<file path="src/hw/shifter_pkg.sv">
// Shared widths, CORDIC angle table and gain constant for the frequency shifter; import where needed
package shifter_pkg;

    // Sample and phase formats
    localparam int SAMPLE_W = 16;       // Signed I and Q components
    localparam int PHASE_W  = 16;       // 2^PHASE_W is one full turn

    // Longest micro-rotation chain the table covers
    localparam int CORDIC_ITERS = 10;

    // atan(2^-i) scaled so that 2^16 equals 2*pi
    localparam logic [0:CORDIC_ITERS-1][PHASE_W-1:0] ATAN_TABLE = {
        16'h2000,   // 45.000 deg
        16'h12E4,   // 26.565 deg
        16'h09FB,   // 14.036 deg
        16'h0511,   // 7.125 deg
        16'h028B,   // 3.576 deg
        16'h0146,   // 1.790 deg
        16'h00A3,   // 0.895 deg
        16'h0051,   // 0.448 deg
        16'h0029,   // 0.224 deg
        16'h0014    // 0.112 deg
    };

    // 1/K for K = 1.64676, in Q1.15
    localparam logic signed [15:0] INV_GAIN = 16'sh4DBA;

    // Credit and occupancy counters, up to 15
    localparam int CREDIT_W = 4;

endpackage

</file>
<file path="src/hw/cordic_core.sv">
// Combinational CORDIC rotator; turns one I/Q pair by a phase word, result carries the CORDIC gain
`timescale 1ns/1ps

module cordic_core
    import shifter_pkg::*;
#(
    parameter int ITERATIONS = 10       // Micro-rotations, at most CORDIC_ITERS
) (
    input  logic signed [SAMPLE_W-1:0] x_in,
    input  logic signed [SAMPLE_W-1:0] y_in,
    input  logic        [PHASE_W-1:0]  z_in,
    output logic signed [SAMPLE_W+1:0] x_out,   // Two extra bits for gain and diagonal growth
    output logic signed [SAMPLE_W+1:0] y_out
);

    localparam int XW = SAMPLE_W + 2;

    logic        [1:0]         quad;        // Quarter turns taken by exact pre-rotation
    logic        [PHASE_W-1:0] z_res;       // Residual, within +-45 deg
    logic signed [XW-1:0]      xe;
    logic signed [XW-1:0]      ye;

    logic signed [XW-1:0]      xs [ITERATIONS+1];
    logic signed [XW-1:0]      ys [ITERATIONS+1];
    logic signed [PHASE_W-1:0] zs [ITERATIONS+1];

    // Round to nearest quadrant: residual of 45 deg or more takes one more quarter turn
    assign quad  = z_in[PHASE_W-1 -: 2] + {1'b0, z_in[PHASE_W-3]};
    assign z_res = z_in - {quad, {(PHASE_W-2){1'b0}}};    // Wraps negative when rounded up

    assign xe = XW'(x_in);     // Sign extend before negation so -32768 survives
    assign ye = XW'(y_in);

    always_comb begin
        // Exact 90 deg steps by swap and negate
        case (quad)
            2'd0: begin
                xs[0] = xe;
                ys[0] = ye;
            end
            2'd1: begin
                xs[0] = -ye;
                ys[0] = xe;
            end
            2'd2: begin
                xs[0] = -xe;
                ys[0] = -ye;
            end
            default: begin
                xs[0] = ye;
                ys[0] = -xe;
            end
        endcase
        zs[0] = z_res;

        // Drive residual towards zero
        for (int i = 0; i < ITERATIONS; i++) begin
            if (!zs[i][PHASE_W-1]) begin            // Positive residual, turn CCW
                xs[i+1] = xs[i] - (ys[i] >>> i);
                ys[i+1] = ys[i] + (xs[i] >>> i);
                zs[i+1] = zs[i] - ATAN_TABLE[i];
            end else begin                          // Negative, turn CW
                xs[i+1] = xs[i] + (ys[i] >>> i);
                ys[i+1] = ys[i] - (xs[i] >>> i);
                zs[i+1] = zs[i] + ATAN_TABLE[i];
            end
        end
    end

    assign x_out = xs[ITERATIONS];   // Scaled by ~1.647
    assign y_out = ys[ITERATIONS];

endmodule

</file>
<file path="src/hw/phase_accum.sv">
// NCO phase accumulator; steps by the frequency word on every launched sample
`timescale 1ns/1ps

module phase_accum
    import shifter_pkg::*;
(
    input  logic               clk,
    input  logic               rst_n,
    input  logic               advance,     // One step per launched sample
    input  logic [PHASE_W-1:0] freq_word,   // Held static while samples flow
    output logic [PHASE_W-1:0] phase        // Phase for the sample now at the FIFO head
);

    logic [PHASE_W-1:0] acc;

    // Modulo 2^PHASE_W, wrap is free
    always_ff @(posedge clk or negedge rst_n) begin
        if (!rst_n) begin
            acc <= '0;              // First sample goes through unrotated
        end else if (advance) begin
            acc <= acc + freq_word;
        end
    end

    // Launched sample sees the value before the step
    assign phase = acc;

endmodule

</file>
<file path="src/hw/sample_fifo.sv">
// Input sample buffer, circular, filled by the source against granted input credits
`timescale 1ns/1ps

module sample_fifo
    import shifter_pkg::*;
#(
    parameter int FIFO_DEPTH = 4        // Equals the number of input credits
) (
    input  logic                       clk,
    input  logic                       rst_n,
    input  logic                       push,
    input  logic                       pop,
    input  logic signed [SAMPLE_W-1:0] wr_i,
    input  logic signed [SAMPLE_W-1:0] wr_q,
    output logic signed [SAMPLE_W-1:0] rd_i,    // Head, valid while not empty
    output logic signed [SAMPLE_W-1:0] rd_q,
    output logic                       empty,
    output logic                       full
);

    localparam int AW = (FIFO_DEPTH > 1) ? $clog2(FIFO_DEPTH) : 1;

    logic signed [SAMPLE_W-1:0] mem_i [FIFO_DEPTH];
    logic signed [SAMPLE_W-1:0] mem_q [FIFO_DEPTH];
    logic [AW-1:0]              wr_ptr;
    logic [AW-1:0]              rd_ptr;
    logic [CREDIT_W-1:0]        count;
    logic                       wr_en;
    logic                       rd_en;

    // Depth need not be a power of two
    function automatic logic [AW-1:0] next_ptr(input logic [AW-1:0] p);
        return (p == AW'(FIFO_DEPTH - 1)) ? '0 : p + 1'b1;
    endfunction

    assign wr_en = push && !full;
    assign rd_en = pop && !empty;

    always_ff @(posedge clk) begin
        if (wr_en) begin
            mem_i[wr_ptr] <= wr_i;
            mem_q[wr_ptr] <= wr_q;
        end
    end

    always_ff @(posedge clk or negedge rst_n) begin
        if (!rst_n) begin
            wr_ptr <= '0;
            rd_ptr <= '0;
            count  <= '0;
        end else begin
            if (wr_en) wr_ptr <= next_ptr(wr_ptr);
            if (rd_en) rd_ptr <= next_ptr(rd_ptr);
            count <= count + CREDIT_W'(wr_en) - CREDIT_W'(rd_en);
        end
    end

    assign rd_i  = mem_i[rd_ptr];
    assign rd_q  = mem_q[rd_ptr];
    assign empty = (count == '0);
    assign full  = (count == CREDIT_W'(FIFO_DEPTH));

    // Source overran its credits
    a_no_push_full: assert property (@(posedge clk) disable iff (!rst_n) !(push && full));
    // Control launched from an empty buffer
    a_no_pop_empty: assert property (@(posedge clk) disable iff (!rst_n) !(pop && empty));

endmodule

</file>
<file path="src/hw/gain_comp.sv">
// CORDIC gain removal; two register stages, multiply by 1/K then round and saturate
`timescale 1ns/1ps

module gain_comp
    import shifter_pkg::*;
(
    input  logic                       clk,
    input  logic                       rst_n,
    input  logic signed [SAMPLE_W+1:0] x_raw,   // CORDIC output, gain ~1.647
    input  logic signed [SAMPLE_W+1:0] y_raw,
    output logic signed [SAMPLE_W-1:0] out_i,
    output logic signed [SAMPLE_W-1:0] out_q
);

    localparam int PW = SAMPLE_W + 2 + 16;     // Raw width plus Q1.15 gain
    localparam int RW = PW - 15;               // After dropping the fraction

    localparam logic signed [RW-1:0] S_MAX = RW'((1 << (SAMPLE_W - 1)) - 1);
    localparam logic signed [RW-1:0] S_MIN = -RW'(1 << (SAMPLE_W - 1));

    logic signed [PW-1:0] prod_x;       // Stage 1
    logic signed [PW-1:0] prod_y;
    logic signed [RW-1:0] rnd_x;
    logic signed [RW-1:0] rnd_y;

    // Stage 1 products
    always_ff @(posedge clk or negedge rst_n) begin
        if (!rst_n) begin
            prod_x <= '0;
            prod_y <= '0;
        end else begin
            prod_x <= x_raw * INV_GAIN;
            prod_y <= y_raw * INV_GAIN;
        end
    end

    // Half LSB added, then fraction dropped
    assign rnd_x = RW'((prod_x + PW'(1 << 14)) >>> 15);
    assign rnd_y = RW'((prod_y + PW'(1 << 14)) >>> 15);

    // Stage 2 clamps to sample range
    always_ff @(posedge clk or negedge rst_n) begin
        if (!rst_n) begin
            out_i <= '0;
            out_q <= '0;
        end else begin
            out_i <= (rnd_x > S_MAX) ? SAMPLE_W'(S_MAX) :
                     (rnd_x < S_MIN) ? SAMPLE_W'(S_MIN) : SAMPLE_W'(rnd_x);
            out_q <= (rnd_y > S_MAX) ? SAMPLE_W'(S_MAX) :
                     (rnd_y < S_MIN) ? SAMPLE_W'(S_MIN) : SAMPLE_W'(rnd_y);
        end
    end

endmodule

</file>
<file path="src/hw/shift_ctrl.sv">
// Credit control for both sides, launch decision and the two-cycle output valid pipe
`timescale 1ns/1ps

module shift_ctrl
    import shifter_pkg::*;
#(
    parameter int FIFO_DEPTH  = 4,      // Input credits granted at start-up
    parameter int OUT_CREDITS = 4       // Sink credits held after reset
) (
    input  logic clk,
    input  logic rst_n,
    input  logic in_valid,      // Source push, one per credit
    input  logic out_credit,    // Sink returns one credit
    input  logic fifo_empty,
    input  logic fifo_full,
    output logic in_credit,     // One credit to source per pulse
    output logic launch,        // Pop, phase step and pipe entry
    output logic out_valid
);

    logic [CREDIT_W-1:0] grant_cnt;     // Input credits still owed to the source
    logic [CREDIT_W-1:0] out_cnt;       // Sink credits in hand
    logic [1:0]          vld;           // Bit 0 at product, bit 1 at rounded output

    // Needs a sample and somewhere to send it
    assign launch = !fifo_empty && (out_cnt != '0);

    // Owed count starts at FIFO_DEPTH, each pop owes one more
    always_ff @(posedge clk or negedge rst_n) begin
        if (!rst_n) begin
            grant_cnt <= CREDIT_W'(FIFO_DEPTH);
            in_credit <= 1'b0;
        end else begin
            in_credit <= (grant_cnt != '0);     // Pay one per cycle
            grant_cnt <= grant_cnt + CREDIT_W'(launch) - CREDIT_W'(grant_cnt != '0);
        end
    end

    // Spent at launch, refilled by the sink
    always_ff @(posedge clk or negedge rst_n) begin
        if (!rst_n) begin
            out_cnt <= CREDIT_W'(OUT_CREDITS);
        end else begin
            out_cnt <= out_cnt - CREDIT_W'(launch) + CREDIT_W'(out_credit);
        end
    end

    // Tracks gain_comp's two stages
    always_ff @(posedge clk or negedge rst_n) begin
        if (!rst_n) begin
            vld <= '0;
        end else begin
            vld <= {vld[0], launch};
        end
    end

    assign out_valid = vld[1];

    // Sink never returns more than it was given
    a_out_cnt_max: assert property (@(posedge clk) disable iff (!rst_n)
        out_cnt <= CREDIT_W'(OUT_CREDITS));
    a_no_credit_when_full: assert property (@(posedge clk) disable iff (!rst_n)
        out_credit |-> (out_cnt != CREDIT_W'(OUT_CREDITS)));
    // Source must hold a credit, so it cannot send into a full buffer
    a_no_send_full: assert property (@(posedge clk) disable iff (!rst_n)
        !(in_valid && fifo_full));

endmodule

</file>
<file path="src/hw/freq_shifter_top.sv">
// Frequency shifter top; credit-driven I/Q in, NCO-rotated I/Q out two cycles after launch
`timescale 1ns/1ps

module freq_shifter_top
    import shifter_pkg::*;
#(
    parameter int ITERATIONS  = 10,     // CORDIC micro-rotations
    parameter int FIFO_DEPTH  = 4,      // Input buffer depth and credit count
    parameter int OUT_CREDITS = 4       // Sink credits after reset
) (
    input  logic                       clk,
    input  logic                       rst_n,
    input  logic        [PHASE_W-1:0]  freq_word,   // Phase step per sample
    input  logic                       in_valid,
    input  logic signed [SAMPLE_W-1:0] in_i,
    input  logic signed [SAMPLE_W-1:0] in_q,
    input  logic                       out_credit,
    output logic                       in_credit,
    output logic                       out_valid,
    output logic signed [SAMPLE_W-1:0] out_i,
    output logic signed [SAMPLE_W-1:0] out_q
);

    logic                       launch;
    logic                       fifo_empty;
    logic                       fifo_full;
    logic signed [SAMPLE_W-1:0] head_i;      // FIFO head into the rotator
    logic signed [SAMPLE_W-1:0] head_q;
    logic        [PHASE_W-1:0]  phase;
    logic signed [SAMPLE_W+1:0] rot_x;       // Rotated, still scaled by K
    logic signed [SAMPLE_W+1:0] rot_y;

    shift_ctrl #(
        .FIFO_DEPTH (FIFO_DEPTH),
        .OUT_CREDITS(OUT_CREDITS)
    ) u_ctrl (
        .clk       (clk),
        .rst_n     (rst_n),
        .in_valid  (in_valid),
        .out_credit(out_credit),
        .fifo_empty(fifo_empty),
        .fifo_full (fifo_full),
        .in_credit (in_credit),
        .launch    (launch),
        .out_valid (out_valid)
    );

    sample_fifo #(.FIFO_DEPTH(FIFO_DEPTH)) u_fifo (
        .clk  (clk),
        .rst_n(rst_n),
        .push (in_valid),
        .pop  (launch),
        .wr_i (in_i),
        .wr_q (in_q),
        .rd_i (head_i),
        .rd_q (head_q),
        .empty(fifo_empty),
        .full (fifo_full)
    );

    phase_accum u_nco (
        .clk      (clk),
        .rst_n    (rst_n),
        .advance  (launch),
        .freq_word(freq_word),
        .phase    (phase)
    );

    cordic_core #(.ITERATIONS(ITERATIONS)) u_cordic (
        .x_in (head_i),
        .y_in (head_q),
        .z_in (phase),
        .x_out(rot_x),
        .y_out(rot_y)
    );

    gain_comp u_gain (
        .clk  (clk),
        .rst_n(rst_n),
        .x_raw(rot_x),
        .y_raw(rot_y),
        .out_i(out_i),
        .out_q(out_q)
    );

endmodule

</file>
<file path="config.mk">
export PLATFORM = sky130hd
export DESIGN_NAME = freq_shifter_top
export DESIGN_NICKNAME = d
export VERILOG_FILES = /design/src/hw/shifter_pkg.sv /design/src/hw/cordic_core.sv /design/src/hw/phase_accum.sv /design/src/hw/sample_fifo.sv /design/src/hw/gain_comp.sv /design/src/hw/shift_ctrl.sv /design/src/hw/freq_shifter_top.sv
export SDC_FILE = /design/constraint.sdc
export NUM_CORES = 2
export LEC_CHECK = 0
export BUFFER_PORTS_ARGS = -buffer_cell sky130_fd_sc_hd__buf_2
export CORE_ASPECT_RATIO = 2
export CORE_MARGIN = 1
export CORE_UTILIZATION = 35
export CTS_CLUSTER_DIAMETER = 50
export DETAILED_ROUTE_END_ITERATION = 16
export GPL_ROUTABILITY_DRIVEN = 0
export GPL_TIMING_DRIVEN = 1
export SETUP_SLACK_MARGIN = 0.3
export SKIP_CTS_REPAIR_TIMING = 1
export SYNTH_ARGS = -nofsm -noshare
export SYNTH_HDL_FRONTEND = slang
export SYNTH_SLANG_ARGS = --single-unit
</file>
<file path="constraint.sdc">
create_clock -name clk -period 66.3 [get_ports clk]
set_clock_uncertainty 0.1 [all_clocks]
set_input_delay 16.575 -clock clk [delete_from_list [all_inputs] [get_ports clk]]
set_output_delay 16.575 -clock clk [all_outputs]
set_load 0.005 [all_outputs]
</file>
==> results.sh <==
export IMPL_cp_slowest_stage_delay_ns=0.91
export IMPL_start_util_pct=35.2
export IMPL_vias=35147
export IMPL_worstSetupStartpoint="u_nco.phase[13]$_DFFE_PN0P_"
export IMPL_avgSynthCellArea_sq_um=8.71
export IMPL_synth_edf_count=128
export IMPL_grt_pass1_wl_um=182000
export IMPL_final_max_slew_viol_count=0
export IMPL_worst_pin_slew_ns=1.13
export IMPL_syn_area_sq_um=44700
export IMPL_rsz0062_at_grt="false"
export IMPL_synth_flop_cell="edfxtp_1"
export IMPL_ys_seq_elements=235
export IMPL_synthTopCellsByArea="ha_1 21%, fa_1 12%, edfxtp_1 8.6%, xnor2_1 8.4%, inv_1 6.4%"
export IMPL_core_area_sq_um=127000
export IMPL_first_iter_violations=1220
export IMPL_grt_overflow=0
export IMPL_worst_path_most_repeated_cell="a21oi_1"
export IMPL_pre_cts_slack_ns=29.35
export IMPL_drc=0
export IMPL_cts_sinks=235
export IMPL_crit_type="flip-flop to flip-flop"
export IMPL_slew_headroom_pct=23.8
export IMPL_status="complete, no violations"
export IMPL_cp_max_fo=41
export IMPL_fmax_mhz=27.0
export IMPL_rows=185
export IMPL_antenna_found_initial=1
export IMPL_hold_path_class="flip-flop to flip-flop"
export IMPL_start_kind="flip-flop"
export IMPL_period_needed_ns=37.06
export IMPL_dpl_hpwl_um=99500
export IMPL_grt_use_total_pct=17.6
export IMPL_yosysMostFrequentCell="inv_1"
export IMPL_setup_slack_ns=29.24
export IMPL_period_share_pct=55.9
export IMPL_die_h_um=507
export IMPL_register_area_sq_um=6530
export IMPL_endpoint_kind="flip-flop"
export IMPL_synth_nets=6181
export IMPL_cpMaxStageDelayCell="xnor2_1"
export IMPL_seq_area_frac_synth_pct=14.6
export IMPL_wire_per_inst_um=16.6
export IMPL_grt_pass1_vias=36491
export IMPL_hold_violations=0
export IMPL_antenna_diode_count=0
export IMPL_crit_arrival_ns=37.40
export IMPL_fill_cells=13098
export IMPL_multi_input_area_sq_um=34900
export IMPL_grt_start_max_net_pins=72
export IMPL_synth_top_area_share_pct=20.5
export IMPL_synth_top_area_cell="ha_1"
export IMPL_timing_setup_tns_ns=0
export IMPL_max_cap_violations=0
export IMPL_clock_latency_ns=0.55
export IMPL_ys_warn_count=0
export IMPL_cts_tree="done"
export IMPL_postRouteAntennaNets=0
export IMPL_cp_data_required_time_ns=66.64
export IMPL_io_buffers=85
export IMPL_place_area_sq_um=47100
export IMPL_timing_hold_ws_ns=0.253
export IMPL_hold_path_startpoint="u_ctrl.vld[0]$_DFF_PN0_"
export IMPL_finalInstanceArea_sq_um=47800
export IMPL_cts_root_buf="clkbuf_16"
export IMPL_boundaryPins=86
export IMPL_floorplan_die_area_sq_um=129000
export IMPL_drt_wl_total_um=114000
export IMPL_drive_gt1_share_pct=5.35
export IMPL_drt_pass1_iter_count=5
export IMPL_cts_buffers=23
export IMPL_synth_top_cells_by_count="756 x inv_1, 733 x ha_1, 430 x xnor2_1"
export IMPL_htreeDepth=1
export IMPL_yosysUniqueCellTypes=98
export IMPL_avgViaCountPerCell=5.11
export IMPL_syn_inst=5129
export IMPL_die_x_um=255
export IMPL_synth_async_reset_ratio_pct=45.5
export IMPL_finalSetupViolations=0
export IMPL_clockBufferDepth=3
export IMPL_path_clk_slew_ns=0.07
export IMPL_final_nets=6235
export IMPL_area_growth_pct=7.07
export IMPL_regToRegStartpoint="u_nco.phase[13]$_DFFE_PN0P_"
[sequential cells by signal, indices dropped and copies added, names as in the netlist]
name / flops
u_fifo.mem_i: 64
u_fifo.mem_q: 64
u_gain.prod_x: 20
u_gain.prod_y: 20
u_gain.out_i: 16
u_gain.out_q: 16
u_nco.phase: 16
u_ctrl.grant_cnt: 4
u_ctrl.out_cnt: 4
u_fifo.count: 4
u_ctrl.vld: 2
u_fifo.rd_ptr: 2
u_fifo.wr_ptr: 2
u_ctrl.in_credit: 1
[stage by stage]
| step | cells | utilization [%] |
|---|---|---|
| 3_3_place_gp | 6841 | 37.1 |
| 4_1_cts | 6883 | 37.7 |
| 5_1_grt | 6883 | 37.7 |
| 6_report | 6883 | 37.7 |
| 2_1_floorplan | 5129 | - |
| 3_5_place_dp | 6841 | 37.1 |
[layer usage]
metal | GRT usage (%) | wire, um | vias up
li1 | - | - | 17607
met1 | 16.5 | 39800 | 16740
met2 | 36.4 | 65400 | 522
met3 | 1.08 | 2130 | 278
met4 | 9.71 | 6820 | 0
met5 | 0 | 0 | -
[worst paths after layout]
path | slack (ns) | to | cells past startpoint
min reg2reg | 0.25 | u_ctrl.vld[1]$_DFF_PN0_ | 0
min | 0.25 | u_ctrl.vld[1]$_DFF_PN0_ | 0
max reg2reg | 29.24 | u_gain.prod_y[32]$_DFF_PN0_ | 173
max | 29.24 | u_gain.prod_y[32]$_DFF_PN0_ | 173
min in group asynchronous | 15.89 | u_gain.out_q[13]$_DFF_PN0_ | 1
max in group asynchronous | 48.90 | u_fifo.rd_ptr[0]$_DFFE_PN0P_ | 2
[layout make-up]
cell class	count	area share (%)
Clock inverter	15	0.296
Timing Repair Buffer	115	1.37
Tap cell	1683	4.40
Inverter	762	5.99
Multi-Input combinational cell	4046	73.1
Clock buffer	27	1.24
Sequential cell	235	13.6
[worst max-delay path: cells and delay by family (launching register included)]
kind            cells  cell delay (ns)
buf+inv            16             4.36
simple gates       21             2.08
flops               1             0.47
fa+ha+maj          19             8.00
xor+xnor            7             2.20
compound gates    110            19.64
[cell families (layout without fill, tap and decap cells)]
kind of cell,after synthesis,after routing,share of synthesized area (%)
AO/OA/AOI/OAI,1243,1243,17.3
buffers and inverters,848,919,7.21
XOR/XNOR,684,684,14.2
adder cells (fa/ha/maj),1000,1000,32.5
multiplexers,109,109,3.57
flip-flops,235,235,14.6
AND/OR/NAND/NOR,1010,1010,10.6
[cell usage in the layout (no fill, tap or decap), drive strengths merged, types with 16 or more instances in the layout]
master and count:
o21bai 148, edfxtp 128, inv 764, a21boi 36
fa 267, ha 733, or2 18, o21ai 274
xor2 233, a211oi 17, o21a 79, and2 24
nor3 100, nor2b 50, mux2i 53, a21o 121
mux4 32, a31oi 26, nor4 16, nand3 43
dfrtp 105, nor2 357, clkbuf 27, nand2 241
and3 19, o31ai 30, xnor2 447, a21oi 407
mux2 24, or3 33, nand2b 59, buf 115
Power is not shown: default switching activity piles up to over one toggle a cycle in this logic, so the estimate is an artifact.
